<file path="src/common/isaPkg.sv">
package isaPkg;

	typedef logic [4:0] regIdx_t;

	typedef enum logic [6:0] {
		OP     = 7'b0110011,
		OP_IMM = 7'b0010011,
		LOAD   = 7'b0000011,
		STORE  = 7'b0100011,
		BRANCH = 7'b1100011,
		JAL    = 7'b1101111,
		JALR   = 7'b1100111,
		LUI    = 7'b0110111,
		AUIPC  = 7'b0010111,
		SYSTEM = 7'b1110011
	} opcode_t;

	// funct7 values of the R-type ops
	localparam logic [6:0] F7_BASE = 7'b0000000;
	localparam logic [6:0] F7_ALT  = 7'b0100000; // sra, srai
	localparam logic [6:0] F7_SUB  = 7'b0110000;
	localparam logic [6:0] F7_SEQ  = 7'b0000001;
	localparam logic [6:0] F7_SNE  = 7'b0000010;

	typedef struct packed {
		logic [6:0] funct7;
		regIdx_t    rs2;
		regIdx_t    rs1;
		logic [2:0] funct3;
		regIdx_t    rd;
		opcode_t    opcode;
	} rType_t;

	typedef struct packed {
		logic [11:0] imm;
		regIdx_t     rs1;
		logic [2:0]  funct3;
		regIdx_t     rd;
		opcode_t     opcode;
	} iType_t;

	typedef struct packed {
		logic [6:0] immHi;
		regIdx_t    rs2;
		regIdx_t    rs1;
		logic [2:0] funct3;
		logic [4:0] immLo;
		opcode_t    opcode;
	} sType_t;

	typedef struct packed {
		logic       imm12;
		logic [5:0] imm10_5;
		regIdx_t    rs2;
		regIdx_t    rs1;
		logic [2:0] funct3;
		logic [3:0] imm4_1;
		logic       imm11;
		opcode_t    opcode;
	} bType_t;

	typedef struct packed {
		logic [19:0] imm;
		regIdx_t     rd;
		opcode_t     opcode;
	} uType_t;

	typedef struct packed {
		logic       imm20;
		logic [9:0] imm10_1;
		logic       imm11;
		logic [7:0] imm19_12;
		regIdx_t    rd;
		opcode_t    opcode;
	} jType_t;

	typedef union packed {
		rType_t rType;
		iType_t iType;
		sType_t sType;
		bType_t bType;
		uType_t uType;
		jType_t jType;
	} instWord_t;

	typedef enum logic [3:0] {
		ALU_ADD, ALU_SUB, ALU_SLL, ALU_SLT, ALU_SLTU, ALU_SEQ,
		ALU_SNE, ALU_XOR, ALU_SRL, ALU_SRA, ALU_OR, ALU_AND
	} aluOp_t;

	typedef enum logic [2:0] {
		LD_NONE, LD_B, LD_H, LD_W, LD_D, LD_BU, LD_HU
	} loadType_t;

	typedef enum logic [2:0] {
		ST_NONE, ST_B, ST_H, ST_W, ST_D
	} storeType_t;

endpackage

</file>
<file path="src/common/cpuPkg.sv">
package cpuPkg;

	localparam int XLEN = 64;

	typedef logic [XLEN-1:0] word_t;

	// a7 values understood by the ecall sequencer
	localparam word_t ECALL_WRITE = 64;
	localparam word_t ECALL_EXIT  = 93;

	localparam isaPkg::regIdx_t REG_SP = 5'd2;
	localparam isaPkg::regIdx_t REG_A0 = 5'd10;
	localparam isaPkg::regIdx_t REG_A1 = 5'd11;
	localparam isaPkg::regIdx_t REG_A2 = 5'd12;
	localparam isaPkg::regIdx_t REG_A7 = 5'd17;

	typedef struct packed {
		word_t              address;
		word_t              writeData;
		logic               readEn;
		logic               writeEn;
		isaPkg::loadType_t  loadType;
		isaPkg::storeType_t storeType;
	} memReq_t;

	typedef struct packed {
		word_t fd;
		word_t address;
		word_t len;
	} ecallArgs_t;

	typedef struct packed {
		word_t              aluIn1;
		word_t              aluIn2;
		isaPkg::aluOp_t     aluOp;
		logic               regWriteEn;
		logic               memReadEn;
		logic               memWriteEn;
		isaPkg::loadType_t  loadType;
		isaPkg::storeType_t storeType;
		isaPkg::regIdx_t    rd;
		logic               takeBranch;
		word_t              branchTarget;
		logic               isEcall;
	} exeCtrl_t;

endpackage

</file>
<file path="src/verilog/regFile.sv">
`timescale 1ns/1ps

module regFile #(
	parameter cpuPkg::word_t stackTop = 4096
) (
	input  logic               clk,
	input  logic               rst,
	input  logic               stall,
	input  logic               writeEn,
	input  isaPkg::regIdx_t    rd,
	input  cpuPkg::word_t      writeData,
	input  isaPkg::regIdx_t    rs1,
	input  isaPkg::regIdx_t    rs2,
	output cpuPkg::word_t      rs1Data,
	output cpuPkg::word_t      rs2Data,
	output cpuPkg::word_t      a7Data,
	output cpuPkg::ecallArgs_t ecallArgs
);
	import cpuPkg::*;

	word_t regs [32];

	always_ff @(posedge clk or posedge rst) begin
		if (rst) begin
			for (int i = 0; i < 32; i++) begin
				regs[i] <= (i == REG_SP) ? stackTop : '0;
			end
		end else if (writeEn && !stall && rd != '0) begin
			regs[rd] <= writeData;
		end
	end

	assign rs1Data = (rs1 == '0) ? '0 : regs[rs1];
	assign rs2Data = (rs2 == '0) ? '0 : regs[rs2];

	// ecall number and write arguments
	assign a7Data = regs[REG_A7];
	assign ecallArgs.fd = regs[REG_A0];
	assign ecallArgs.address = regs[REG_A1];
	assign ecallArgs.len = regs[REG_A2];

endmodule

</file>
<file path="config.mk">
export PLATFORM = sky130hd
export DESIGN_NAME = regFile
export DESIGN_NICKNAME = d
export VERILOG_FILES = /design/src/common/isaPkg.sv /design/src/common/cpuPkg.sv /design/src/verilog/regFile.sv
export SDC_FILE = /design/constraint.sdc
export NUM_CORES = 2
export LEC_CHECK = 0
export BUFFER_PORTS_ARGS = -buffer_cell sky130_fd_sc_hd__clkbuf_2
export CAP_MARGIN = 10
export CORE_ASPECT_RATIO = 1.4
export CORE_MARGIN = 2
export CORE_UTILIZATION = 35
export CTS_BUF_LIST = sky130_fd_sc_hd__clkbuf_8
export DETAILED_ROUTE_END_ITERATION = 10
export PLACE_DENSITY = 0.57
export SETUP_SLACK_MARGIN = 0.1
export SLEW_MARGIN = 10
export SYNTH_ARGS = -nofsm -noshare
export SYNTH_HDL_FRONTEND = slang
export SYNTH_SLANG_ARGS = --single-unit
</file>
<file path="constraint.sdc">
create_clock -name clk -period 110.7 [get_ports clk]
set_input_delay 22.14 -clock clk [delete_from_list [all_inputs] [get_ports clk]]
set_output_delay 22.14 -clock clk [all_outputs]
set_load 0.02 [all_outputs]
</file>
==> impl_results.md <==
- CP Capture Type: primary output
- Clk Latency, worst-skew pair: 1.03 ns
- Cts bufs inserted: 355
- Antenna-violating nets left: 0
- GP Congestion: 0.8108
- Main synth FF type: dfrtp_1
- Hold WC Path Type: flop to flop
- Final setup vio count: 0
- GRT busiest layer: met2
- Vias: 69,370
- Minimum clock period: 50.07 ns
- Ranking of synthesized cells by area: dfrtp_1, mux4_2, mux2_2, mux2i_1, mux2_1
- DP HPWL: 239.7 mm
- Die Span Y: 666.5 µm
- Initial DRC Count: 5,596
- Setup TNS: 0 ns
- First-pass GRT wire length: 570.5 mm
- Hold buffers post-CTS: 0
- Count leader, synth: dfrtp_1
- Number of I/O port buffers: 466
- Clock transition at the registers of the reported paths: 0.06 ns
- Seq/Total Area, Yosys: 46.71%
- Yosys cell types: 48
- Initial antenna violation count: 36
- Drt pass-1 iters: 5
- Critical Path Source Type: input port
- Met1 Usage GRT: 31.10%
- DRC: 0
- Hold Slack: 0.3944 ns
- Clock skew: 0 ns
- #FFs+latches synth: 2,048
- WP data required: 88.56 ns
- Area leader, netlist: dfrtp_1
- Synth Warn #: 0
- Gr ovfl total: 0
- Die area: 318,000 µm²
- Asr flop ratio synth: 100.0%
- Max cap viols: 0
- Mean Syn Cell Area: 15.22 µm²
- Total GRT Usage: 24.92%
- Post-synth top area share: 46.69%
- Clk root buf: clkbuf_8
- Top cells by count, synth: dfrtp_1, mux2_2, mux4_2
- Syn_nets: 7,289
- Layout area overhead: 10.11%
- DIE WIDTH: 477.2 µm
- Slew @ Worst Pin: 1.315 ns
- Status: complete, no violations
- Largest net degree at the start of global routing: 182
- Num rows: 243
- Post-CTS setup buffers: 0
- Clk buf depth: 4
- Post-CTS Resized: 0
- Max Transition Viols Final: 0
- Max Fclk: 19.97 MHz
- H-tree depth: 5
- Tcrit/Tclk final: 45.23%
- Placed insts: 10,940
- Non-filler cells in the finished layout: 11,580
- Cell Pwr Density: 16.71 nW/µm²
- Drt total wl: 401.8 mm
- Post-synth EDFFs: 0
- Initial Util: 35.10%
- Worst Path Arrival: 27.93 ns
- RSZ-0062 raised after global routing: false
- Layout net count: 7,215
- Lkg Pwr: 55.34 nW
- Met2 Track Usage GR: 41.48%
- CTS tree: done
- Clock tree sinks: 2,048
- Max IR drop VDD: 0.00001280 V
- Synth Cell Area: 109,700 µm²
- R2R setup slack: 109.64 ns
- Routed WL per cell: 34.69 µm
- CP Max Fanout: 73
- Drt via density: 5.989
- Core ar.: 312,600 µm²
- Mapped Cells: 7,206
- Ports: 467
- Slew margin rel.: 12.12%
- Grt met3 use: 4.829%
- Hold Violations, Final: 0
- Vias in the first global route: 73,500
- Kind of critical path: input port to primary output
- Layout cell share with drive strength beyond 1: 53.13%
critical path, stage by stage:
cell      delay [ns]
buf_8           0.65
buf_4           0.74
buf_4           0.76
buf_4           0.92
buf_4           0.89
mux4_2          0.59
mux4_2          0.55
a21o_1          0.27
clkbuf_2        0.18
layer usage:
metal,wire length [µm],up-vias
met5,155,-
met4,21820,24
met3,25500,830
met2,196500,2710
met1,157800,38370
li1,-,27440
cells by family after synthesis:
kind of cell           after synthesis  synth area share (%)
AOI/OAI and AO/OA                  471                 3.068
buffers and inverters             1069                 5.065
DFF                               2048                 46.71
muxes                             3331                 43.88
and+or+nand+nor                    287                 1.268
registers in the layout (all words and copies together), names as in the netlist:
name       count
regs        1792
ecallArgs    192
a7Data        64
where the power goes:
part | total [W] | internal (W) | switching, W
Sequential | 0.000927 | 0.000846 | 0.0000816
Combinational | 0.000372 | 0.000192 | 0.000181
Clock | 0.000719 | 0.000382 | 0.000337
Total | 0.00202 | 0.00142 | 0.000599
cell usage in the layout (no fill, tap or decap), types with 45 or more instances in the layout:
cell	count
a21o_1	45
a21oi_1	104
a22oi_1	90
and3_1	49
buf_4	162
clkbuf_2	456
clkbuf_8	460
dfrtp_1	2047
inv_1	112
mux2_1	260
mux2_2	1742
mux2i_1	346
mux4_2	983
nand2_1	111
o221ai_1	116
o22ai_1	59
per-stage QoR:
step / cell area (µm²) / total power, W / util, % / setup WS, ns
3_5_place_dp: 113500 / 0.001313 / 36.32 / 60.00
3_3_place_gp: 113500 / 0.001296 / 36.31 / 60.00
4_1_cts: 120800 / 0.002036 / 38.63 / 59.98
2_1_floorplan: 109700 / 0.001205 / - / 30.71
6_report: 120800 / 0.002019 / 38.65 / 60.63
5_1_grt: 120800 / 0.002104 / 38.64 / 59.96
final cells by class:
class                           count  area, µm²
Fill cell                       29480     191800
Multi-Input combinational cell   4089      53240
Sequential cell                  2048      51250
Clock buffer                      460       6331
Tap cell                         4165       5211
Timing Repair Buffer              634       3789
Clock inverter                    169      915.9
Antenna cell                       13      32.53
Inverter                            4      25.02
path summary, 6_finish.rpt:
path,startpoint,to,cells past startpoint
max reg2reg,a7Data[60],a7Data[60],1
min reg2reg,regs[2012],regs[2012],0
min in group asynchronous,rst,a7Data[13],2
max in group asynchronous,rst,regs[47],8
max,rs2[0],rs2Data[50],9
min,regs[2012],regs[2012],0
(Power assumes the default switching activity.)
