[src/common/isaPkg.sv]
package isaPkg;

	typedef logic [4:0] regIdx_t;

	typedef enum logic [6:0] {
		OP     = 7'b0110011,
		OP_IMM = 7'b0010011,
		LOAD   = 7'b0000011,
		STORE  = 7'b0100011,
		BRANCH = 7'b1100011,
		JAL    = 7'b1101111,
		JALR   = 7'b1100111,
		LUI    = 7'b0110111,
		AUIPC  = 7'b0010111,
		SYSTEM = 7'b1110011
	} opcode_t;

	// funct7 values of the R-type ops
	localparam logic [6:0] F7_BASE = 7'b0000000;
	localparam logic [6:0] F7_ALT  = 7'b0100000; // sra, srai
	localparam logic [6:0] F7_SUB  = 7'b0110000;
	localparam logic [6:0] F7_SEQ  = 7'b0000001;
	localparam logic [6:0] F7_SNE  = 7'b0000010;

	typedef struct packed {
		logic [6:0] funct7;
		regIdx_t    rs2;
		regIdx_t    rs1;
		logic [2:0] funct3;
		regIdx_t    rd;
		opcode_t    opcode;
	} rType_t;

	typedef struct packed {
		logic [11:0] imm;
		regIdx_t     rs1;
		logic [2:0]  funct3;
		regIdx_t     rd;
		opcode_t     opcode;
	} iType_t;

	typedef struct packed {
		logic [6:0] immHi;
		regIdx_t    rs2;
		regIdx_t    rs1;
		logic [2:0] funct3;
		logic [4:0] immLo;
		opcode_t    opcode;
	} sType_t;

	typedef struct packed {
		logic       imm12;
		logic [5:0] imm10_5;
		regIdx_t    rs2;
		regIdx_t    rs1;
		logic [2:0] funct3;
		logic [3:0] imm4_1;
		logic       imm11;
		opcode_t    opcode;
	} bType_t;

	typedef struct packed {
		logic [19:0] imm;
		regIdx_t     rd;
		opcode_t     opcode;
	} uType_t;

	typedef struct packed {
		logic       imm20;
		logic [9:0] imm10_1;
		logic       imm11;
		logic [7:0] imm19_12;
		regIdx_t    rd;
		opcode_t    opcode;
	} jType_t;

	typedef union packed {
		rType_t rType;
		iType_t iType;
		sType_t sType;
		bType_t bType;
		uType_t uType;
		jType_t jType;
	} instWord_t;

	typedef enum logic [3:0] {
		ALU_ADD, ALU_SUB, ALU_SLL, ALU_SLT, ALU_SLTU, ALU_SEQ,
		ALU_SNE, ALU_XOR, ALU_SRL, ALU_SRA, ALU_OR, ALU_AND
	} aluOp_t;

	typedef enum logic [2:0] {
		LD_NONE, LD_B, LD_H, LD_W, LD_D, LD_BU, LD_HU
	} loadType_t;

	typedef enum logic [2:0] {
		ST_NONE, ST_B, ST_H, ST_W, ST_D
	} storeType_t;

endpackage

[src/common/cpuPkg.sv]
package cpuPkg;

	localparam int XLEN = 64;

	typedef logic [XLEN-1:0] word_t;

	// a7 values understood by the ecall sequencer
	localparam word_t ECALL_WRITE = 64;
	localparam word_t ECALL_EXIT  = 93;

	localparam isaPkg::regIdx_t REG_SP = 5'd2;
	localparam isaPkg::regIdx_t REG_A0 = 5'd10;
	localparam isaPkg::regIdx_t REG_A1 = 5'd11;
	localparam isaPkg::regIdx_t REG_A2 = 5'd12;
	localparam isaPkg::regIdx_t REG_A7 = 5'd17;

	typedef struct packed {
		word_t              address;
		word_t              writeData;
		logic               readEn;
		logic               writeEn;
		isaPkg::loadType_t  loadType;
		isaPkg::storeType_t storeType;
	} memReq_t;

	typedef struct packed {
		word_t fd;
		word_t address;
		word_t len;
	} ecallArgs_t;

	typedef struct packed {
		word_t              aluIn1;
		word_t              aluIn2;
		isaPkg::aluOp_t     aluOp;
		logic               regWriteEn;
		logic               memReadEn;
		logic               memWriteEn;
		isaPkg::loadType_t  loadType;
		isaPkg::storeType_t storeType;
		isaPkg::regIdx_t    rd;
		logic               takeBranch;
		word_t              branchTarget;
		logic               isEcall;
	} exeCtrl_t;

endpackage

[src/verilog/ecallSequencer.sv]
`timescale 1ns/1ps

module ecallSequencer (
	input  logic          clk,
	input  logic          rst,
	input  logic          isEcall,
	input  cpuPkg::word_t a7Data,
	input  logic          writeEcallDone,
	output logic          stall,
	output logic          writeEcall,
	output logic          exitEcall
);
	import cpuPkg::*;

	typedef enum logic [1:0] {RUN, WRITE_WAIT, HALTED} state_t;

	state_t state;
	state_t nextState;
	logic isWrite;
	logic isExit;

	assign isWrite = isEcall && a7Data == ECALL_WRITE;
	assign isExit = isEcall && a7Data == ECALL_EXIT;

	always_comb begin
		nextState = state;
		case (state)
			RUN: begin
				if (isWrite) begin
					nextState = WRITE_WAIT;
				end else if (isExit) begin
					nextState = HALTED;
				end
			end
			WRITE_WAIT: nextState = writeEcallDone ? RUN : WRITE_WAIT;
			HALTED:     nextState = HALTED; // left only by reset
			default:    nextState = RUN;
		endcase
	end

	always_ff @(posedge clk or posedge rst) begin
		if (rst) begin
			state <= RUN;
		end else begin
			state <= nextState;
		end
	end

	// exit holds pc on the ecall itself
	assign stall = state != RUN || isExit;
	assign writeEcall = state == WRITE_WAIT;
	assign exitEcall = state == HALTED;

endmodule

[config.mk]
export PLATFORM = sky130hd
export DESIGN_NAME = ecallSequencer
export DESIGN_NICKNAME = d
export VERILOG_FILES = /design/src/common/isaPkg.sv /design/src/common/cpuPkg.sv /design/src/verilog/ecallSequencer.sv
export SDC_FILE = /design/constraint.sdc
export NUM_CORES = 1
export LEC_CHECK = 0
export BUFFER_PORTS_ARGS = -buffer_cell sky130_fd_sc_hd__buf_2
export CORE_UTILIZATION = 21
export DETAILED_ROUTE_END_ITERATION = 7
export GPL_TIMING_DRIVEN = 0
export PLACE_DENSITY_LB_ADDON = 0.12
export SYNTH_ARGS = -nofsm -noshare
export SYNTH_HDL_FRONTEND = slang
export SYNTH_SLANG_ARGS = --single-unit
[constraint.sdc]
create_clock -name clk -period 1.7 [get_ports clk]
set_input_delay 0.255 -clock clk [delete_from_list [all_inputs] [get_ports clk]]
set_output_delay 0.255 -clock clk [all_outputs]
set_load 0.01 [all_outputs]
==> metrics.yaml <==
run_status:
  status: "finished with violations"
  violations: "setup timing"
power:
  power.total_w: 0.0002757
  leakage_nw: 0.3945
  irDropWorstVdd_mv: 0.1506
  p_per_area_nw_per_um2: 348.2
global_route:
  grt.overflow.total: 0
  antenna_found_initial: 0
  grt_max_degree: 5
  grt_pass1_vias: 566
  grt_util_all_layers: 0.2188
  grt_pass1_wl_mm: 2.194
placement:
  dp.final_hpwl_mm: 1.186
  place_ws_ns: -0.1647
  gp_congestion: 0.6708
  postPlaceCellArea_um2: 658.1
  port_buffers: 70
timing:
  rsz0062_at_grt: "yes"
  clock_skew_ns: 0.002092
  period_minus_slack_ns: 1.796
  layout_setup_ws_ns: -0.09608
  fin_hold_ws_ns: 0.2843
  tightest_slew_ns: 0.2313
  max_freq_mhz: 556.8
  maxSlewViolCount: 0
  setup_viol: 1
  finalHoldViolCount: 0
  relSlewSlack: 0.8444
  fin_crit_sh: 1.057
floorplan:
  die_y_um: 39.10
  initial_core_util: 0.2249
  coreArea_um2: 1285
  die_area_um2: 1529
  die_w_um: 39.10
  ioPinCount: 71
  rows: 13
yosys:
  syn-num-nets: 103
  yosysWarnings: 0
  synth.cell_area_um2: 289.0
  yosysTopAreaCell: "nor4_1"
  yosysSeqAreaShare: 0.1732
  syn_area_per_cell_um2: 8.258
  syn_inst: 35
  ys_ff_latch: 2
  synthTopCellsByArea: "nor4_1 19%, dfrtp_1 17%, nor4_2 13%, nand4_1 11%, nor4b_2 5.2%"
  synth_cell_types: 16
  yosys.area.top_type_share: 0.1948
detailed_routing:
  dr.first_iter.drc_count: 7
  first_pass_iters: 4
  viasPerCell: 5.008
  via_count: 626
  drcViolationCount: 0
  wire_per_inst_um: 12.09
  ant_nets: 0
  wirelength_mm: 1.511
clock_tree:
  cts.sinks: 2
  cts_tree: "yes"
  path_clk_slew_ns: 0.03
  cts-root-buf: "clkbuf_4"
  cts.path.max_buffers: 2
  clk_latency_ns: 0.23
  ctsHtreeMaxLevel: 1
  cts_made_buffers: 3
layout:
  finish.net_count: 180
  fillers: 122
  syn_to_final_growth_pct: 174.0
  fin_util: 0.6164
  antenna_cells: 0
  top_register: "state"
  drive_above_1_share: 0.8182
  reg_top3: "state x2"
  largest_register_ffs: 2
  final_area_um2: 792.0
critical_path:
  arrival_ns: 1.54
  cp_cell_sequence: "buf_2 > nor4_2 > nand4_1 > or4_4 > o21ai_2 > buf_2"
  reg2reg_depth: 3
  slowest_delay_ns: 0.56
  endpoint_kind: "primary output"
  cp_data_required_time_ns: 1.44
  critical_path.max_fanout: 2
  critPathLaunchType: "primary input"
  crit_path_frequent_cell: "buf_2"
  slowest_stage: "or4_4"
  critPathKind: "primary input to primary output"
min_path:
  hold_depth: 3
  worstHoldPathType: "primary input to flop"
flow_run:
  max_cap_viol_count: 0
synthesized netlist by cell type:
| master | n |
|---|---|
| dfrtp_1 | 2 |
| inv_1 | 2 |
| nand3b_1 | 1 |
| nand4_1 | 5 |
| nor2_1 | 2 |
| nor2b_1 | 2 |
| nor3_1 | 2 |
| nor4_1 | 9 |
| nor4_2 | 3 |
| nor4b_1 | 1 |
| nor4b_2 | 1 |
| o21ai_1 | 1 |
| o21bai_1 | 1 |
| o2bb2ai_2 | 1 |
| or2_2 | 1 |
| or4_4 | 1 |
stage by stage:
| step | std cells | TNS (ns) |
|---|---|---|
| 2_1_floorplan | 35 | 0 |
| 3_3_place_gp | 120 | -0.1656 |
| 3_5_place_dp | 120 | -0.1647 |
| 4_1_cts | 125 | -0.1066 |
| 5_1_grt | 125 | -0.1531 |
| 6_report | 125 | -0.09608 |
logic make-up after synthesis:
family,count (synthesis),share of synthesized area
compound gates,3,0.09522
buf+inv,2,0.02598
flops,2,0.1732
simple gates,28,0.7056
cell type report:
cell class / count / area (um^2) / area share
flip-flops and latches: 2 / 50.05 / 0.06319
repair buffers: 72 / 399.1 / 0.5039
inverters: 2 / 7.507 / 0.009479
well taps: 15 / 18.77 / 0.02370
clock buffers: 3 / 22.52 / 0.02844
multi-input cells: 31 / 294.0 / 0.3712
what timing repair did:
| action | 4_1_cts | 5_1_grt |
|---|---|---|
| endpoints found under the setup margin | 1 | 1 |
| hold buffers | 1 | 0 |
| setup buffers | 1 | 0 |
| endpoints found under the hold margin | 2 | 0 |
| pin swaps | 5 | 2 |
| resized for setup | 8 | 7 |
worst max-delay path: cells and delay by family:
family,cells,cell delay [ns]
buf+inv,2,0.24
compound gates,1,0.11
simple gates,3,0.93
power by group:
part | switching [W] | internal (W)
Clock | 0.0000329 | 0.0000784
Sequential | 0 | 0.0000479
Combinational | 0.0000427 | 0.0000737
Total | 0.0000757 | 0.000200
metal layers:
| layer | wire [um] | vias to the layer above | share of wire | global-route usage |
|---|---|---|---|---|
| li1 | - | 301 | - | - |
| met1 | 427 | 275 | 0.28 | 0.2021 |
| met2 | 903 | 48 | 0.60 | 0.4208 |
| met3 | 167 | 2 | 0.11 | 0.07514 |
| met4 | 13 | 0 | 0.0086 | 0.09483 |
| met5 | 0 | - | 0 | 0 |
path summary, 6_finish.rpt:
| path | start | slack [ns] | endpoint |
|---|---|---|---|
| max | a7Data[33] | -0.1 | stall |
| min | writeEcallDone | 0.28 | state[0] |
| max reg2reg | state[0] | 0.77 | state[0] |
| min reg2reg | state[0] | 0.58 | state[1] |
| max in group asynchronous | rst | 1.17 | state[0] |
| min in group asynchronous | rst | 0.42 | state[1] |
placed cells by master (no fill, tap or decap), types with 2 or more instances in the layout:
master,n
nand4_1,5
nor4_1,2
buf_6,5
inv_1,2
nor4_2,9
nor2_1,2
nor4b_2,2
dfrtp_1,2
nor3_1,2
buf_2,65
clkbuf_4,3
nor2b_1,2
Power figures use the tool's default switching activity.
