===== src/common/isaPkg.sv =====
package isaPkg;

	typedef logic [4:0] regIdx_t;

	typedef enum logic [6:0] {
		OP     = 7'b0110011,
		OP_IMM = 7'b0010011,
		LOAD   = 7'b0000011,
		STORE  = 7'b0100011,
		BRANCH = 7'b1100011,
		JAL    = 7'b1101111,
		JALR   = 7'b1100111,
		LUI    = 7'b0110111,
		AUIPC  = 7'b0010111,
		SYSTEM = 7'b1110011
	} opcode_t;

	// funct7 values of the R-type ops
	localparam logic [6:0] F7_BASE = 7'b0000000;
	localparam logic [6:0] F7_ALT  = 7'b0100000; // sra, srai
	localparam logic [6:0] F7_SUB  = 7'b0110000;
	localparam logic [6:0] F7_SEQ  = 7'b0000001;
	localparam logic [6:0] F7_SNE  = 7'b0000010;

	typedef struct packed {
		logic [6:0] funct7;
		regIdx_t    rs2;
		regIdx_t    rs1;
		logic [2:0] funct3;
		regIdx_t    rd;
		opcode_t    opcode;
	} rType_t;

	typedef struct packed {
		logic [11:0] imm;
		regIdx_t     rs1;
		logic [2:0]  funct3;
		regIdx_t     rd;
		opcode_t     opcode;
	} iType_t;

	typedef struct packed {
		logic [6:0] immHi;
		regIdx_t    rs2;
		regIdx_t    rs1;
		logic [2:0] funct3;
		logic [4:0] immLo;
		opcode_t    opcode;
	} sType_t;

	typedef struct packed {
		logic       imm12;
		logic [5:0] imm10_5;
		regIdx_t    rs2;
		regIdx_t    rs1;
		logic [2:0] funct3;
		logic [3:0] imm4_1;
		logic       imm11;
		opcode_t    opcode;
	} bType_t;

	typedef struct packed {
		logic [19:0] imm;
		regIdx_t     rd;
		opcode_t     opcode;
	} uType_t;

	typedef struct packed {
		logic       imm20;
		logic [9:0] imm10_1;
		logic       imm11;
		logic [7:0] imm19_12;
		regIdx_t    rd;
		opcode_t    opcode;
	} jType_t;

	typedef union packed {
		rType_t rType;
		iType_t iType;
		sType_t sType;
		bType_t bType;
		uType_t uType;
		jType_t jType;
	} instWord_t;

	typedef enum logic [3:0] {
		ALU_ADD, ALU_SUB, ALU_SLL, ALU_SLT, ALU_SLTU, ALU_SEQ,
		ALU_SNE, ALU_XOR, ALU_SRL, ALU_SRA, ALU_OR, ALU_AND
	} aluOp_t;

	typedef enum logic [2:0] {
		LD_NONE, LD_B, LD_H, LD_W, LD_D, LD_BU, LD_HU
	} loadType_t;

	typedef enum logic [2:0] {
		ST_NONE, ST_B, ST_H, ST_W, ST_D
	} storeType_t;

endpackage


===== src/common/cpuPkg.sv =====
package cpuPkg;

	localparam int XLEN = 64;

	typedef logic [XLEN-1:0] word_t;

	// a7 values understood by the ecall sequencer
	localparam word_t ECALL_WRITE = 64;
	localparam word_t ECALL_EXIT  = 93;

	localparam isaPkg::regIdx_t REG_SP = 5'd2;
	localparam isaPkg::regIdx_t REG_A0 = 5'd10;
	localparam isaPkg::regIdx_t REG_A1 = 5'd11;
	localparam isaPkg::regIdx_t REG_A2 = 5'd12;
	localparam isaPkg::regIdx_t REG_A7 = 5'd17;

	typedef struct packed {
		word_t              address;
		word_t              writeData;
		logic               readEn;
		logic               writeEn;
		isaPkg::loadType_t  loadType;
		isaPkg::storeType_t storeType;
	} memReq_t;

	typedef struct packed {
		word_t fd;
		word_t address;
		word_t len;
	} ecallArgs_t;

	typedef struct packed {
		word_t              aluIn1;
		word_t              aluIn2;
		isaPkg::aluOp_t     aluOp;
		logic               regWriteEn;
		logic               memReadEn;
		logic               memWriteEn;
		isaPkg::loadType_t  loadType;
		isaPkg::storeType_t storeType;
		isaPkg::regIdx_t    rd;
		logic               takeBranch;
		word_t              branchTarget;
		logic               isEcall;
	} exeCtrl_t;

endpackage


===== src/verilog/memAlign.sv =====
`timescale 1ns/1ps

module memAlign (
	input  cpuPkg::exeCtrl_t ctrl,
	input  cpuPkg::word_t    aluResult,
	input  cpuPkg::word_t    rs2Data,
	input  cpuPkg::word_t    memRdata,
	input  logic             stall,
	output cpuPkg::memReq_t  memReq,
	output cpuPkg::word_t    writeBack
);
	import isaPkg::*;
	import cpuPkg::*;

	word_t loadData;

	always_comb begin
		memReq.address = aluResult;
		memReq.readEn = ctrl.memReadEn && !stall;
		memReq.writeEn = ctrl.memWriteEn && !stall;
		memReq.loadType = ctrl.loadType;
		memReq.storeType = ctrl.storeType;
		case (ctrl.storeType) // replicate across the bus
			ST_B:    memReq.writeData = {8{rs2Data[7:0]}};
			ST_H:    memReq.writeData = {4{rs2Data[15:0]}};
			ST_W:    memReq.writeData = {2{rs2Data[31:0]}};
			ST_D:    memReq.writeData = rs2Data;
			default: memReq.writeData = '0;
		endcase
	end

	always_comb begin
		case (ctrl.loadType)
			LD_B:    loadData = {{(XLEN-8){memRdata[7]}}, memRdata[7:0]};
			LD_H:    loadData = {{(XLEN-16){memRdata[15]}}, memRdata[15:0]};
			LD_W:    loadData = {{(XLEN-32){memRdata[31]}}, memRdata[31:0]};
			LD_D:    loadData = memRdata;
			LD_BU:   loadData = {{(XLEN-8){1'b0}}, memRdata[7:0]};
			LD_HU:   loadData = {{(XLEN-16){1'b0}}, memRdata[15:0]};
			default: loadData = '0;
		endcase
	end

	assign writeBack = ctrl.memReadEn ? loadData : aluResult;

endmodule


===== config.mk =====
export PLATFORM = sky130hd
export DESIGN_NAME = memAlign
export DESIGN_NICKNAME = d
export VERILOG_FILES = /design/src/common/isaPkg.sv /design/src/common/cpuPkg.sv /design/src/verilog/memAlign.sv
export SDC_FILE = /design/constraint.sdc
export NUM_CORES = 1
export LEC_CHECK = 0
export BUFFER_PORTS_ARGS = -buffer_cell sky130_fd_sc_hd__buf_2
export CELL_PAD_IN_SITES_DETAIL_PLACEMENT = 0
export CELL_PAD_IN_SITES_GLOBAL_PLACEMENT = 2
export CORE_AREA = 4 4 236 238
export DETAILED_ROUTE_END_ITERATION = 6
export DIE_AREA = 0 0 240 242
export GPL_ROUTABILITY_DRIVEN = 1
export GPL_TIMING_DRIVEN = 1
export PLACE_DENSITY_LB_ADDON = 0.12
export REMOVE_ABC_BUFFERS = 1
export SYNTH_ARGS = -nofsm -noshare
export SYNTH_HDL_FRONTEND = slang
export SYNTH_SLANG_ARGS = --single-unit
export TNS_END_PERCENT = 20

===== constraint.sdc =====
create_clock -name vclk -period 1.8
set_clock_uncertainty 0.2 [all_clocks]
set_input_delay 0.36 -clock vclk [all_inputs]
set_output_delay 0.36 -clock vclk [all_outputs]
set_load 0.01 [all_outputs]

==> metrics.md <==
| Metric | Value |
|---|---|
| Sequential area share after synthesis | `0%` |
| Tmin final | `2.13 ns` |
| First-pass GRT wire length | `35,500 µm` |
| Power Total | `1.81 mW` |
| HP Class | `primary input to primary output` |
| Fin crit share | `118%` |
| Synth warn | `0` |
| Crit Path Class | `primary input to primary output` |
| CP Launch Type | `primary input` |
| Slew Limit Fails | `0` |
| Critical path's most frequent cell | `buf_6` |
| Main combinational cell family by area after synthesis | `compound AO/OA/AOI/OAI gates` |
| Final HPWL DP | `22,100 µm` |
| Worst Setup End Kind | `primary output` |
| FF+latch count | `0` |
| Fraction of the mapped netlist area in adder cells | `0%` |
| Cell Area, Synth | `0.00293 mm²` |
| Routed vias/inst | `3.06` |
| Hold path depth | `2` |
| NumNets Final | `1,265` |
| CP arrival | `1.57 ns` |
| Area fraction in compound gates after synthesis | `35.2%` |
| Post-DRT Antenna Nets | `0` |
| Hold Crit Start | `ctrl[74]` |
| Crit path cell chain | `buf_8 > or2_4 > buf_6 > o22ai_4 > buf_12 > nand2_2 > nand3_2 > buf_6` |
| Slew at the pin closest to its max-slew limit | `0.316 ns` |
| Core Area | `0.0536 mm²` |
| Pre-CTS WS | `-0.458 ns` |
| Vias | `4,757` |
| P&R area growth vs syn | `125%` |
| Largest net degree at the start of global routing | `29` |
| Setup WS post-layout | `-0.329 ns` |
| Share of layout cells above drive strength 1 | `65.5%` |
| Delay-heaviest family, CP | `buffers and inverters` |
| Slowest CP cell | `or2_4` |
| Synth Instances | `482` |
| Die Span Y | `242 µm` |
| Area of the multi-input gates | `0.00241 mm²` |
| Distinct cells, synth | `35` |
| Pwr dens | `275 mW/mm²` |
| Critical Path RT | `1.24 ns` |
| GRT Total Usage | `8.03%` |
| DRT Pass-1 Iters | `4` |
| Unrepaired setup endpoints after global routing | `yes` |
| Mux share of post-synthesis cell area | `6.06%` |
| Setup Viol. Count Final | `121` |
| Xor and xnor fraction of the mapped netlist area | `0.299%` |
| Iter 0 DRT Violations | `131` |
| Average size of a mapped cell | `6.09 µm²` |
| FILL cells | `6,328` |
| Delay of the slowest cell on the worst path | `0.29 ns` |
| Routed wire length | `25,600 µm` |
| Number of global-route vias before repair | `4,905` |
| F_max | `470 MHz` |
| Max-Cap Viols | `0` |
| Die ar. | `0.0581 mm²` |
| FF/Latch Area | `0 µm²` |
| Hold Path Sink | `memReq[3]` |
| Status | `complete, but fails checks` |
| Critical path fanouts, max | `8` |
| Static Leak | `3.57 nW` |
| Initial antenna violation count | `8` |
| Hold_buf cts | `0` |
| VDD IR-drop max | `0.0705 mV` |
| Grt ovf | `0` |
| Clkbuf count | `0` |
| Buffers & Inverters on Critical Path | `4` |
| TNS Setup | `-26.00 ns` |
| # DRC | `0` |
| GPL Wtd Cong | `0.707` |
| IO Pins | `605` |
| Input/output buffers | `401` |
| Failing checks | `setup timing` |
| Starting utilization of the core area | `5.47%` |
| Rows | `85` |
| Width of the die | `240 µm` |
| Slew headroom | `78.7%` |
| Synth Area in Simple Gates | `29.7%` |
| Average wire per standard cell | `16.5 µm` |
| Final Hold Vio Count | `0` |
-- synthesized netlist by cell type (all sizes together) --
| cell type | number | area [µm²] |
|---|---|---|
| o21ai | 18 | 93.8 |
| buf | 99 | 729 |
| nand2b | 17 | 106 |
| a21boi | 1 | 7.51 |
| o22ai | 10 | 76.3 |
| nand2 | 73 | 274 |
| nor2b | 4 | 25.0 |
| or2 | 2 | 15.0 |
| nand3b | 9 | 67.6 |
| xnor2 | 1 | 8.76 |
| mux2 | 7 | 97.6 |
| or2b | 1 | 7.51 |
| o22a | 1 | 10.0 |
| and2 | 10 | 62.6 |
| a21o | 49 | 368 |
| inv | 18 | 67.6 |
| nor2 | 43 | 194 |
| a211oi | 8 | 60.1 |
| o211ai | 1 | 12.5 |
| clkbuf | 12 | 45.0 |
| a21oi | 25 | 125 |
| nand3 | 24 | 120 |
| a22oi | 8 | 70.1 |
| o211a | 1 | 10.0 |
| a31oi | 32 | 200 |
| mux2i | 8 | 80.1 |
-- routing by layer --
metal	vias up	global-route usage [%]	wire length, µm
met3	14	2.42	2350
met4	10	0.136	87
met5	-	0	62
met2	224	14.8	12600
li1	2356	-	-
met1	2153	9.73	10500
-- logic make-up (layout without fill, tap and decap cells) --
kind of cell    after synthesis  in the layout
simple gates                183            183
compound gates              154            154
buf+inv                     129            505
mux                          15             15
xor+xnor                      1              1
other cells                   0              2
-- worst max-delay path by stage --
stage	to	from	depth (start not counted)	slack, ns
floorplan	memReq[16]	ctrl[71]	3	-0.42
global placement	writeBack[56]	ctrl[74]	6	-0.47
detailed placement	writeBack[57]	ctrl[74]	6	-0.46
CTS	writeBack[18]	ctrl[75]	8	-0.33
global route	writeBack[18]	ctrl[75]	8	-0.40
finish	writeBack[18]	ctrl[75]	8	-0.33
-- report_power, final --
| group | internal, mW | leakage (nW) | total, mW | switching [mW] |
|---|---|---|---|---|
| registers | 0 | 0 | 0 | 0 |
| clock network | 0.000000149 | 0.0000127 | 0.000000149 | 0 |
| logic | 0.891 | 3.57 | 1.81 | 0.923 |
| total | 0.891 | 3.57 | 1.81 | 0.923 |
-- cell type report --
class | count | area share (%)
Multi-Input combinational cell | 353 | 36.6
Inverter | 18 | 1.02
Tap cell | 696 | 13.2
Timing Repair Buffer | 487 | 49.1
Antenna cell | 2 | 0.0759
-- placed cells by master (no fill, tap or decap), types with 3 or more instances in the layout --
cell,synthesis,routed
nand3_1,24,15
mux2i_1,8,7
a21oi_1,25,19
nand2b_1,17,16
a22oi_2,2,7
mux2_4,5,6
a31oi_1,32,24
o21ai_0,17,13
inv_1,18,18
nor2_2,0,6
nand3_2,0,8
o22ai_1,9,9
buf_12,0,19
o21ai_1,0,3
nand3b_1,9,9
nor2_1,41,35
buf_4,77,68
a31oi_2,0,6
buf_2,13,358
and2_4,0,3
and2_1,10,7
buf_6,7,35
buf_16,0,3
nand2_1,73,63
nand2_4,0,5
a211oi_1,8,3
a21oi_2,0,6
a21o_1,49,48
nand2_2,0,5
a211oi_2,0,5
-- metrics by stage --
step                utilization (%)  std cells  hold slack (ns)  cell area, µm²
finish                         12.3       1556            0.722            6600
detailed placement             10.9       1547            0.723            5840
global placement               10.9       1547            0.729            5840
floorplan                         -        371            0.520            2160
global route                   12.3       1555            0.731            6600
CTS                            11.8       1551            0.724            6340
-- what timing repair did --
item,in CTS,in global routing
gates resized for setup,103,42
gates cloned,3,2
endpoints found under the setup margin,128,129
pin swaps,53,23
buffers inserted,1,1
No activity file was read; power rests on OpenSTA's default activity.
