<file path="src/common/isaPkg.sv">
package isaPkg;

	typedef logic [4:0] regIdx_t;

	typedef enum logic [6:0] {
		OP     = 7'b0110011,
		OP_IMM = 7'b0010011,
		LOAD   = 7'b0000011,
		STORE  = 7'b0100011,
		BRANCH = 7'b1100011,
		JAL    = 7'b1101111,
		JALR   = 7'b1100111,
		LUI    = 7'b0110111,
		AUIPC  = 7'b0010111,
		SYSTEM = 7'b1110011
	} opcode_t;

	// funct7 values of the R-type ops
	localparam logic [6:0] F7_BASE = 7'b0000000;
	localparam logic [6:0] F7_ALT  = 7'b0100000; // sra, srai
	localparam logic [6:0] F7_SUB  = 7'b0110000;
	localparam logic [6:0] F7_SEQ  = 7'b0000001;
	localparam logic [6:0] F7_SNE  = 7'b0000010;

	typedef struct packed {
		logic [6:0] funct7;
		regIdx_t    rs2;
		regIdx_t    rs1;
		logic [2:0] funct3;
		regIdx_t    rd;
		opcode_t    opcode;
	} rType_t;

	typedef struct packed {
		logic [11:0] imm;
		regIdx_t     rs1;
		logic [2:0]  funct3;
		regIdx_t     rd;
		opcode_t     opcode;
	} iType_t;

	typedef struct packed {
		logic [6:0] immHi;
		regIdx_t    rs2;
		regIdx_t    rs1;
		logic [2:0] funct3;
		logic [4:0] immLo;
		opcode_t    opcode;
	} sType_t;

	typedef struct packed {
		logic       imm12;
		logic [5:0] imm10_5;
		regIdx_t    rs2;
		regIdx_t    rs1;
		logic [2:0] funct3;
		logic [3:0] imm4_1;
		logic       imm11;
		opcode_t    opcode;
	} bType_t;

	typedef struct packed {
		logic [19:0] imm;
		regIdx_t     rd;
		opcode_t     opcode;
	} uType_t;

	typedef struct packed {
		logic       imm20;
		logic [9:0] imm10_1;
		logic       imm11;
		logic [7:0] imm19_12;
		regIdx_t    rd;
		opcode_t    opcode;
	} jType_t;

	typedef union packed {
		rType_t rType;
		iType_t iType;
		sType_t sType;
		bType_t bType;
		uType_t uType;
		jType_t jType;
	} instWord_t;

	typedef enum logic [3:0] {
		ALU_ADD, ALU_SUB, ALU_SLL, ALU_SLT, ALU_SLTU, ALU_SEQ,
		ALU_SNE, ALU_XOR, ALU_SRL, ALU_SRA, ALU_OR, ALU_AND
	} aluOp_t;

	typedef enum logic [2:0] {
		LD_NONE, LD_B, LD_H, LD_W, LD_D, LD_BU, LD_HU
	} loadType_t;

	typedef enum logic [2:0] {
		ST_NONE, ST_B, ST_H, ST_W, ST_D
	} storeType_t;

endpackage

</file>
<file path="src/common/cpuPkg.sv">
package cpuPkg;

	localparam int XLEN = 64;

	typedef logic [XLEN-1:0] word_t;

	// a7 values understood by the ecall sequencer
	localparam word_t ECALL_WRITE = 64;
	localparam word_t ECALL_EXIT  = 93;

	localparam isaPkg::regIdx_t REG_SP = 5'd2;
	localparam isaPkg::regIdx_t REG_A0 = 5'd10;
	localparam isaPkg::regIdx_t REG_A1 = 5'd11;
	localparam isaPkg::regIdx_t REG_A2 = 5'd12;
	localparam isaPkg::regIdx_t REG_A7 = 5'd17;

	typedef struct packed {
		word_t              address;
		word_t              writeData;
		logic               readEn;
		logic               writeEn;
		isaPkg::loadType_t  loadType;
		isaPkg::storeType_t storeType;
	} memReq_t;

	typedef struct packed {
		word_t fd;
		word_t address;
		word_t len;
	} ecallArgs_t;

	typedef struct packed {
		word_t              aluIn1;
		word_t              aluIn2;
		isaPkg::aluOp_t     aluOp;
		logic               regWriteEn;
		logic               memReadEn;
		logic               memWriteEn;
		isaPkg::loadType_t  loadType;
		isaPkg::storeType_t storeType;
		isaPkg::regIdx_t    rd;
		logic               takeBranch;
		word_t              branchTarget;
		logic               isEcall;
	} exeCtrl_t;

endpackage

</file>
<file path="src/verilog/pcCounter.sv">
`timescale 1ns/1ps

module pcCounter #(
	parameter cpuPkg::word_t resetAddr = '0
) (
	input  logic          clk,
	input  logic          rst,
	input  logic          stall,
	input  logic          takeBranch,
	input  cpuPkg::word_t branchTarget,
	output cpuPkg::word_t pc,
	output cpuPkg::word_t cycles
);
	import cpuPkg::*;

	word_t nextPc;

	assign nextPc = takeBranch ? branchTarget : pc + word_t'(4);

	always_ff @(posedge clk or posedge rst) begin
		if (rst) begin
			pc <= resetAddr;
			cycles <= '0;
		end else if (!stall) begin
			pc <= nextPc;
			cycles <= cycles + word_t'(1); // only cycles that did work
		end
	end

endmodule

</file>
<file path="config.mk">
export PLATFORM = sky130hd
export DESIGN_NAME = pcCounter
export DESIGN_NICKNAME = d
export VERILOG_FILES = /design/src/common/isaPkg.sv /design/src/common/cpuPkg.sv /design/src/verilog/pcCounter.sv
export SDC_FILE = /design/constraint.sdc
export NUM_CORES = 1
export LEC_CHECK = 0
export BUFFER_PORTS_ARGS = -buffer_cell sky130_fd_sc_hd__buf_2
export CORE_MARGIN = 4
export CORE_UTILIZATION = 57
export CTS_CLUSTER_DIAMETER = 40
export DETAILED_ROUTE_END_ITERATION = 16
export PLACE_DENSITY = 0.86
export SYNTH_ARGS = -nofsm -noshare
export SYNTH_HDL_FRONTEND = slang
export SYNTH_SLANG_ARGS = --single-unit
</file>
<file path="constraint.sdc">
create_clock -name clk -period 12.8 [get_ports clk]
set_clock_uncertainty 0.05 [all_clocks]
set_input_delay 2.56 -clock clk [delete_from_list [all_inputs] [get_ports clk]]
set_output_delay 2.56 -clock clk [all_outputs]
set_load 0.005 [all_outputs]
</file>
==> results of run 1 <==
==> report_power, final <==
group	switching, mW	internal (mW)
clock	0.167	0.328
sequential	0.0570	0.444
combinational	0.0924	0.0814
==> per-stage QoR <==
| step | total power, mW | worst slack, ps | instance area (um2) | util, % | hold slack (ps) |
|---|---|---|---|---|---|
| 6_report | 1.170 | 7939 | 8781 | 72.80 | 438.1 |
| 5_1_grt | 1.223 | 7760 | 8781 | 72.80 | 459.2 |
| 4_1_cts | 1.174 | 7983 | 8781 | 72.80 | 441.4 |
| 3_5_place_dp | 0.6784 | 7548 | 8177 | 67.79 | 421.2 |
| 3_3_place_gp | 0.6730 | 7638 | 8177 | 67.79 | 410.6 |
| 2_1_floorplan | 0.5955 | 6777 | 7078 | - | 414.7 |
==> per-layer routing <==
metal	wire, um	global-route usage, %
met2	9802	44.86
met1	8516	39.04
met4	447	9.520
met3	1825	6.933
met5	0	0
==> worst max-delay path, stage by stage <==
cell                      delay [ps]
sky130_fd_sc_hd__buf_2           100
sky130_fd_sc_hd__buf_4           330
sky130_fd_sc_hd__inv_2           620
sky130_fd_sc_hd__nand2_1         680
sky130_fd_sc_hd__nor2_1          260
sky130_fd_sc_hd__or4b_1          470
sky130_fd_sc_hd__nand3_1         100
==> logic make-up after synthesis <==
| logic type | count (synthesis) | synth area share, % |
|---|---|---|
| fa+ha+maj | 2 | 0.3535 |
| buf+inv | 59 | 3.164 |
| compound gates | 141 | 13.95 |
| flops | 128 | 45.25 |
| mux | 9 | 1.308 |
| simple gates | 380 | 28.18 |
| xor+xnor | 63 | 7.796 |
==> path summary, 6_finish.rpt <==
kind | start | end | slack (ps) | depth (start not counted)
setup / recovery | stall | pc[41] | 7940 | 7
hold / removal | cycles[57] | cycles[57] | 440 | 1
setup reg to reg | pc[2] | pc[61] | 10080 | 5
hold reg to reg | cycles[57] | cycles[57] | 440 | 1
max in group asynchronous | rst | pc[40] | 9080 | 3
min in group asynchronous | rst | cycles[31] | 2210 | 2
==> cell usage in the layout (no fill, tap or decap), types with 7 or more instances in the layout <==
cell type	n
sky130_fd_sc_hd__dfrtp_1	128
sky130_fd_sc_hd__a22oi_1	17
sky130_fd_sc_hd__inv_1	21
sky130_fd_sc_hd__mux2i_1	7
sky130_fd_sc_hd__xor2_1	33
sky130_fd_sc_hd__nand2_1	81
sky130_fd_sc_hd__o21ai_0	26
sky130_fd_sc_hd__buf_2	195
sky130_fd_sc_hd__nor2_1	70
sky130_fd_sc_hd__and4_1	8
sky130_fd_sc_hd__nor4_1	21
sky130_fd_sc_hd__nand3_1	57
sky130_fd_sc_hd__or4_1	9
sky130_fd_sc_hd__a21oi_1	29
sky130_fd_sc_hd__nand4_1	41
sky130_fd_sc_hd__nor3_1	44
sky130_fd_sc_hd__clkbuf_16	17
sky130_fd_sc_hd__xnor2_1	30
==> cell type report <==
cell class	instances	area, um2
flip-flops and latches	128	3203
clock buffers	24	501.7
fillers	939	3281
well taps	168	210.2
clock inverters	5	102.6
inverters	23	88.84
multi-input cells	595	3654
repair buffers	201	1021
==> flip-flops by register name, indices dropped and copies added (netlist names) <==
register	count
cycles	64
pc	64
==> flow_summary_export.csv, run 1 <==
group,metric,value,unit
worst_setup_path,worstPathRequired,13100,ps
synth,synth_enable_flop_cells,0,
floorplanning,ios,196,
timing,finalHoldViolCount,0,
synth,synth.cells.most_frequent,"sky130_fd_sc_hd__dfrtp_1 (128), sky130_fd_sc_hd__nand2_1 (81), sky130_fd_sc_hd__nor2_1 (71), sky130_fd_sc_hd__nand3_1 (57), sky130_fd_sc_hd__nor3_1 (44)",
synth,synth.avg_cell_area,9.051,um2
cells_and_area,instances_no_fill,1144,
timing,drv_slew,0,
detailed_routing,vias_per_cell,6.269,
grt,antenna_violations_before_repair,0,
synth,netlist.top_cell.by_area,"sky130_fd_sc_hd__dfrtp_1",
timing,fin_setup_tns,0,ps
place,placedCellCount,1115,
floorplanning,placeableCoreArea,0.01206,mm2
timing,timing_worst_slew_pin_value,965.8,ps
clock_tree,cts_num_sinks,128,
synth,syn_area,0.007078,mm2
floorplanning,core.rowCount,40,
synth,synthesis.instances,782,
power,power.leakage,4.023,nW
cells_and_area,drive_gt1_share,25.20,%
clock_tree,cts.hold.buffers_added,0,
job,maxCapViolations,0,
grt,grt_max_degree,75,
floorplanning,die_width,119.4,um
timing,maxClockFrequency,205.7,MHz
cells_and_area,antennaDiodeCount,0,
synth,most_frequent_cell_after_synthesis,"sky130_fd_sc_hd__dfrtp_1",
detailed_routing,drt_drc,0,
place,place.gp.congestion,0.9044,
synth,synth_area_leaders,"sky130_fd_sc_hd__dfrtp_1 (45%), sky130_fd_sc_hd__nand2_1 (4.3%), sky130_fd_sc_hd__xor2_1 (4.1%), sky130_fd_sc_hd__nand3_1 (4.0%), sky130_fd_sc_hd__nor2_1 (3.8%)",
clock_tree,cts_root_buffer,"sky130_fd_sc_hd__clkbuf_16",
detailed_routing,antenna_violating_nets_post_route,0,
synth,synth_seq_area_share,45.25,%
clock_tree,cts_tree,"built",
synth,postSynth.topFlopCell,"sky130_fd_sc_hd__dfrtp_1",
clock_tree,clk_latency,420,ps
detailed_routing,drt_first_pass_iters,6,
clock_tree,cts_resized,0,
detailed_routing,dr.first_iter.drc_count,986,
synth,fraction_of_synthesized_cell_area_taken_by_the_top_area_cell_type,45.25,%
floorplanning,initial_utilization,58.68,%
worst_setup_path,critPathLaunchType,"primary input",
clock_tree,htreeDepth,4,
worst_setup_path,cp.arrival,5160,ps
detailed_routing,detailroute.via_count,7172,
synth,post_synth_cell_types,65,
clock_tree,postCtsSetupBuffers,0,
cells_and_area,area_delta_synth_final,24.06,%
grt,overall_global_routing_resource_usage,28.56,%
synth,synth.net_count,852,
place,port-buffer-count,195,
clock_tree,numCtsBuffers,17,
timing,layout_worst_path_cycle_share,37.97,%
synth,synth_seq_cells,128,
clock_tree,clock_pin_slew_reported_for_the_worst_setup_and_hold_paths_after_clock_tree_synthesis,60,ps
timing,grt_setup_unrepaired,"false",
worst_setup_path,critical_path_peak_fanout,74,
detailed_routing,drt-total-wl,20590,um
grt,first_global_vias,6579,
synth,synthArstFlopShare,100.0,%
place,post-dp-hpwl,13890,um
worst_hold_path,min-delay-path-class,"reg -> reg",
status,result_of_the_run,"finished, final reports clean",
timing,final-setup-viol-count,0,
grt,remaining_global_route_overflow,0,
timing,max_slew_margin,35.62,%
power,power.ir.vdd_worst,78.29,uV
grt,grt_pass1_wl,33180,um
synth,synth.yosys.warnings,0,
clock_tree,largest_buffer_count_on_any_clock_path,2,
timing,finalWorstPathRequiredPeriod,4861,ps
cells_and_area,final_nets,1036,
floorplanning,floorplan.die_area,0.01426,mm2
worst_setup_path,critical_path_class,"in -> reg",
detailed_routing,detail_route.wl_per_cell,18.00,um
power,pwr_density_cell,133.3,mW/mm2
worst_setup_path,crit_path_end_kind,"register",
floorplanning,chipHeight,119.4,um
Power figures use the tool's default switching activity.
==> run 2: changes to the inputs <==
--- a/config.mk
+++ b/config.mk
@@ -7,10 +7,10 @@
 export LEC_CHECK = 0
 export BUFFER_PORTS_ARGS = -buffer_cell sky130_fd_sc_hd__buf_2
 export CORE_MARGIN = 4
-export CORE_UTILIZATION = 57
+export CORE_UTILIZATION = 53
 export CTS_CLUSTER_DIAMETER = 40
 export DETAILED_ROUTE_END_ITERATION = 16
-export PLACE_DENSITY = 0.86
+export PLACE_DENSITY = 0.81
 export SYNTH_ARGS = -nofsm -noshare
 export SYNTH_HDL_FRONTEND = slang
 export SYNTH_SLANG_ARGS = --single-unit
==> constraint.sdc (replaced) <==
create_clock -name clk -period 4.6 [get_ports clk]
set_clock_uncertainty 0.05 [all_clocks]
set_input_delay 0.92 -clock clk [delete_from_list [all_inputs] [get_ports clk]]
set_output_delay 0.92 -clock clk [all_outputs]
set_load 0.005 [all_outputs]
==> run 2 against run 1 <==
Compared with the run above: register-to-register slack worse by 8200 ps; worst hold slack got worse by 26 ps; combinational power increased to 2.8 times the previous value; sequential share of layout area shrank 0.12 points; wire length shrank 0.25%; clock power grew to 2.8 times the previous value; core utilization fell by 4.1 points.
==> flow_summary_export.csv, run 2 (same netlist as run 1, synthesis figures left out) <==
group,metric,value,unit
worst_setup_path,critical_path_class,"in -> reg",
clock_tree,cts.hold.buffers_added,0,
grt,antenna_violations_before_repair,1,
timing,final-setup-viol-count,0,
detailed_routing,drt_drc,0,
clock_tree,cts_tree,"built",
timing,finalHoldViolCount,0,
detailed_routing,detail_route.wl_per_cell,17.83,um
floorplanning,chipHeight,123.6,um
timing,finalWorstPathRequiredPeriod,2958,ps
worst_setup_path,critical_path.cell_chain,"buf_2 -> inv_2 -> nand2_1 -> or4_1 -> nand3_1",
clock_tree,largest_buffer_count_on_any_clock_path,2,
worst_setup_path,worst_stage_delay_on_the_critical_path,730,ps
clock_tree,cts_root_buffer,"sky130_fd_sc_hd__clkbuf_16",
detailed_routing,detailroute.via_count,7082,
power,power,3.271,mW
floorplanning,ios,196,
clock_tree,clock_pin_slew_reported_for_the_worst_setup_and_hold_paths_after_clock_tree_synthesis,60,ps
worst_setup_path,critical_path.top_delay_family,"simple AND/OR/NAND/NOR gates",
worst_setup_path,timing.rr.start,"pc[2]",
power,switching_share_of_total_power,27.95,%
grt,first_global_vias,6503,
worst_setup_path,r2r_cells,5,
timing,maxClockFrequency,338.1,MHz
power,power.combinational.fraction,14.9,%
worst_hold_path,min-delay-path-class,"reg -> reg",
cells_and_area,area_delta_synth_final,24.48,%
detailed_routing,vias_per_cell,6.148,
power,power.ir.vdd_worst,255.0,uV
timing,drv_slew,0,
cells_and_area,multiInputGateArea,0.003654,mm2
clock_tree,postCtsSetupBuffers,0,
power,power.switching,0.9142,mW
worst_setup_path,crit_path_end_kind,"register",
floorplanning,initial_utilization,55.19,%
clock_tree,cts_num_sinks,128,
timing,max_slew_margin,31.18,%
cells_and_area,most-common-layout-cells,"sky130_fd_sc_hd__buf_2 (195), sky130_fd_sc_hd__dfrtp_1 (128), sky130_fd_sc_hd__nand2_1 (81)",
power,power.leakage,4.027,nW
job,maxCapViolations,0,
detailed_routing,drt-total-wl,20540,um
worst_setup_path,critPathLaunchType,"primary input",
clock_tree,clk_latency,420,ps
floorplanning,core.rowCount,41,
worst_hold_path,worst_hold_path.endpoint,"cycles[63]",
timing,layout_worst_path_cycle_share,64.30,%
grt,remaining_global_route_overflow,0,
timing,grt_setup_unrepaired,"false",
worst_setup_path,critical_path_peak_fanout,37,
place,port-buffer-count,195,
detailed_routing,antenna_violating_nets_post_route,0,
clock_tree,numCtsBuffers,17,
clock_tree,htreeDepth,4,
grt,overall_global_routing_resource_usage,27.33,%
worst_hold_path,whs_path_depth,1,
worst_setup_path,regToRegSetupSlack,1900,ps
worst_hold_path,worst_hold_start,"cycles[63]",
cells_and_area,final_nets,1037,
grt,grt_pass1_wl,32840,um
timing,timing_worst_slew_pin_value,1031,ps
power,part_of_the_total_power_dissipated_in_sequential_elements,42.6,%
worst_setup_path,cpMaxStageDelayCell,"sky130_fd_sc_hd__nand2_1",
worst_setup_path,critPathBufInv,2,
cells_and_area,largest_registers,"cycles (64), pc (64)",
power,cell_internal_pwr,2.356,mW
cells_and_area,drive_gt1_share,25.41,%
power,pwr_density_cell,371.2,mW/mm2
floorplanning,floorplan.die_area,0.01527,mm2
cells_and_area,antennaDiodeCount,0,
timing,fin_setup_tns,0,ps
floorplanning,placeableCoreArea,0.01282,mm2
detailed_routing,drt_first_pass_iters,6,
clock_tree,cts_resized,0,
worst_setup_path,worstPathRequired,4900,ps
grt,grt_max_degree,74,
floorplanning,die_width,123.6,um
cells_and_area,filler_cell_count,1032,
status,result_of_the_run,"finished, final reports clean",
cells_and_area,area.sequential,0.003203,mm2
place,place.gp.congestion,0.8879,
detailed_routing,dr.first_iter.drc_count,767,
worst_setup_path,cp.arrival,3250,ps
worst_setup_path,timing.rr.end,"pc[61]",
power,clkPwrFrac,42.5,%
place,post-dp-hpwl,14190,um
cells_and_area,layout_commonest_cell,"sky130_fd_sc_hd__buf_2",
run 2: cell count changes in the layout (fill, tap and decap cells not counted), sizes merged:
| cell | delta |
|---|---|
| clkinvlp | +2 |
| buf | +1 |
| clkbuf | -1 |
| clkinv | +2 |
run 2: layout make-up:
cell class                      count  area share (%)
Sequential cell                   128           36.35
Inverter                           23           1.008
Timing Repair Buffer              202           11.81
Multi-Input combinational cell    595           41.47
Clock buffer                       23           5.425
Clock inverter                      9           1.491
Tap cell                          172           2.442
run 2: how the worst max path moves through the flow:
| stage | startpoint | endpoint | slack [ps] | cells after the start |
|---|---|---|---|---|
| floorplan | rst | cycles[0] | 220 | 1 |
| global placement | stall | pc[59] | 1280 | 5 |
| detailed placement | stall | pc[59] | 1270 | 5 |
| CTS | stall | pc[59] | 1720 | 5 |
| global route | stall | pc[59] | 1490 | 5 |
| finish | stall | pc[51] | 1640 | 5 |
run 2: worst reg2reg max path, delay by kind of cell, from the launching register on:
| kind | cells | cell delay (ps) |
|---|---|---|
| flops | 1 | 420 |
| simple gates | 5 | 2160 |
run 2: per-stage QoR:
stage / utilization [%] / instances / cell area [um2] / hold slack (ps) / worst slack [ps]
detailed placement: 63.95 / 1120 / 8202 / 409.5 / 1272
global route: 68.70 / 1152 / 8811 / 448.1 / 1491
CTS: 68.70 / 1152 / 8811 / 416.7 / 1717
floorplan: - / 782 / 7078 / 414.7 / 217.4
global placement: 63.95 / 1120 / 8202 / 402.3 / 1282
finish: 68.70 / 1152 / 8811 / 412.1 / 1642
run 2: power groups by stage:
stage	sequential (mW)	clock (mW)	combinational [mW]
2_1_floorplan	1.38	0	0.275
3_3_place_gp	1.41	0	0.474
3_5_place_dp	1.41	0	0.486
4_1_cts	1.39	1.40	0.489
5_1_grt	1.42	1.46	0.543
6_report	1.39	1.39	0.486
run 2: per-layer routing:
layer / vias up / track usage [%] / part of all wire, %
met4: 2 / 12.32 / 3.1
met5: - / 0 / 0.034
met2: 362 / 42.03 / 46
met3: 76 / 5.489 / 8.5
li1: 3279 / - / -
met1: 3363 / 37.44 / 42
==> run 3: changes to the inputs <==
==> constraint.sdc (replaced) <==
create_clock -name clk -period 2.9 [get_ports clk]
set_clock_uncertainty 0.05 [all_clocks]
set_input_delay 0.58 -clock clk [delete_from_list [all_inputs] [get_ports clk]]
set_output_delay 0.58 -clock clk [all_outputs]
set_load 0.005 [all_outputs]
==> run 3 against run 2 <==
Compared with the run above: worst setup slack lost 1400 ps; sequential share of layout area shrank 0.69 points; core utilization grew 1.3 points; sequential power grew 59%; final area grew 1.9%; wire length grew 5.3%; sequential cell count is the same; critical path depth is the same; global-route usage grew 1.2 points; count of clock-buffer cells in the layout shrank 5; worst hold slack lost 180 ps; largest cell class unchanged.
==> flow_summary_export.csv, run 3 (same netlist as run 1, synthesis figures left out) <==
group,metric,value,unit
power,power,5.238,mW
timing,holdWs,231.5,ps
cells_and_area,largest_registers,"cycles (64), pc (64)",
detailed_routing,drt-total-wl,21630,um
detailed_routing,vias_per_cell,6.106,
floorplanning,placeableCoreArea,0.01282,mm2
job,maxCapViolations,0,
timing,final-setup-viol-count,0,
grt,first_global_vias,6762,
timing,layout_worst_path_cycle_share,91.60,%
power,power.leakage,4.124,nW
place,place.gp.congestion,0.9148,
timing,fin_setup_tns,0,ps
floorplanning,ios,196,
grt,grt_max_degree,70,
place,post-dp-hpwl,15050,um
floorplanning,floorplan.die_area,0.01527,mm2
clock_tree,cts_num_sinks,128,
clock_tree,cts_root_buffer,"sky130_fd_sc_hd__clkbuf_16",
worst_setup_path,critPathBufInv,0,
worst_setup_path,worst_stage_delay_on_the_critical_path,650,ps
floorplanning,chipHeight,123.6,um
detailed_routing,drt_drc,0,
detailed_routing,dr.first_iter.drc_count,786,
grt,remaining_global_route_overflow,0,
clock_tree,clk_latency,420,ps
power,power.ir.vdd_worst,401.5,uV
timing,finalWorstPathRequiredPeriod,2656,ps
clock_tree,cts_resized,0,
timing,maxClockFrequency,376.5,MHz
timing,finalHoldViolCount,0,
worst_setup_path,r2r_cells,5,
cells_and_area,drive_gt1_share,26.91,%
worst_hold_path,min-delay-path-class,"in -> async",
detailed_routing,antenna_violating_nets_post_route,0,
worst_setup_path,crit_path_end_kind,"register",
worst_setup_path,critical_path.cell_chain,"nand4_1 -> nor4_2 -> nand4_1 -> or4_1 -> nand3_1",
worst_setup_path,worstPathRequired,3200,ps
worst_setup_path,timing.rr.end,"pc[61]",
clock_tree,largest_buffer_count_on_any_clock_path,2,
clock_tree,cts_tree,"built",
worst_setup_path,cp.arrival,2960,ps
detailed_routing,detail_route.wl_per_cell,18.48,um
worst_setup_path,critical_path_peak_fanout,8,
worst_setup_path,cpMaxStageDelayCell,"sky130_fd_sc_hd__nor4_2",
floorplanning,die_width,123.6,um
worst_setup_path,critical_path_class,"reg -> reg",
worst_setup_path,critPathLaunch,"pc[2]",
floorplanning,core.rowCount,41,
place,placedCellCount,1136,
place,placed_cell_area,0.008361,mm2
clock_tree,cts.hold.buffers_added,0,
worst_setup_path,timing.critical_path.mode_cell,"sky130_fd_sc_hd__nand4_1",
clock_tree,postCtsSetupBuffers,0,
clock_tree,numCtsBuffers,17,
worst_setup_path,critical_path.top_delay_family,"simple AND/OR/NAND/NOR gates",
cells_and_area,instances_no_fill,1170,
worst_setup_path,regToRegSetupSlack,240,ps
detailed_routing,drt_first_pass_iters,5,
worst_setup_path,critPathLaunchType,"register",
cells_and_area,filler_cell_count,1025,
timing,max_slew_margin,50.21,%
detailed_routing,detailroute.via_count,7144,
timing,grt_setup_unrepaired,"false",
floorplanning,initial_utilization,55.19,%
cells_and_area,final_nets,1053,
worst_setup_path,timing.rr.start,"pc[2]",
cells_and_area,most-common-layout-cells,"sky130_fd_sc_hd__buf_2 (195), sky130_fd_sc_hd__dfrtp_1 (128), sky130_fd_sc_hd__nand2_1 (81)",
cells_and_area,layout_commonest_cell,"sky130_fd_sc_hd__buf_2",
power,pwr_density_cell,583.2,mW/mm2
grt,overall_global_routing_resource_usage,28.52,%
clock_tree,clock_pin_slew_reported_for_the_worst_setup_and_hold_paths_after_clock_tree_synthesis,60,ps
place,port-buffer-count,195,
status,result_of_the_run,"finished, final reports clean",
grt,antenna_violations_before_repair,2,
clock_tree,htreeDepth,4,
grt,grt_pass1_wl,34140,um
timing,timing_worst_slew_pin_value,745.3,ps
cells_and_area,area_delta_synth_final,26.89,%
cells_and_area,stdcell_area,0.008981,mm2
timing,drv_slew,0,
## run 3: layer usage
metal	vias up	share of wire [%]	track usage, %
met5	-	0.055	0
met4	2	2.6	8.374
met3	56	9.0	7.091
met2	360	48	47.43
met1	3388	40	36.97
li1	3338	-	-
## run 3: how the worst max path moves through the flow
stage                       endpoint  slack [ps]  depth (start not counted)
after global placement    cycles[55]         350                          6
after detailed placement  cycles[53]         200                          6
final                         pc[61]         240                          5
after CTS                     pc[61]         260                          5
after floorplan           cycles[63]         630                          6
after global routing          pc[61]          90                          5
## run 3: stage by stage
stage               setup WS, ps  utilization [%]
floorplan                  629.9                -
global placement           352.3            65.19
detailed placement         197.1            65.19
CTS                        255.5            69.99
global route               88.48            70.01
finish                     243.7            70.03
## run 3: layout make-up
class | instances | area, um2 | share of cell area (%)
multi-input combinational | 595 | 3654 | 40.68
sequential | 128 | 3203 | 35.66
timing repair buffer | 218 | 1199 | 13.35
clock buffer | 18 | 439.2 | 4.890
tap | 172 | 215.2 | 2.396
clock inverter | 14 | 176.4 | 1.964
inverter | 23 | 90.09 | 1.003
antenna | 2 | 5.005 | 0.05573
## run 3: where the power goes
part	internal [mW]	switching, mW	total (mW)
combinational	0.378	0.423	0.801
clock	1.39	0.838	2.23
sequential	1.96	0.254	2.21
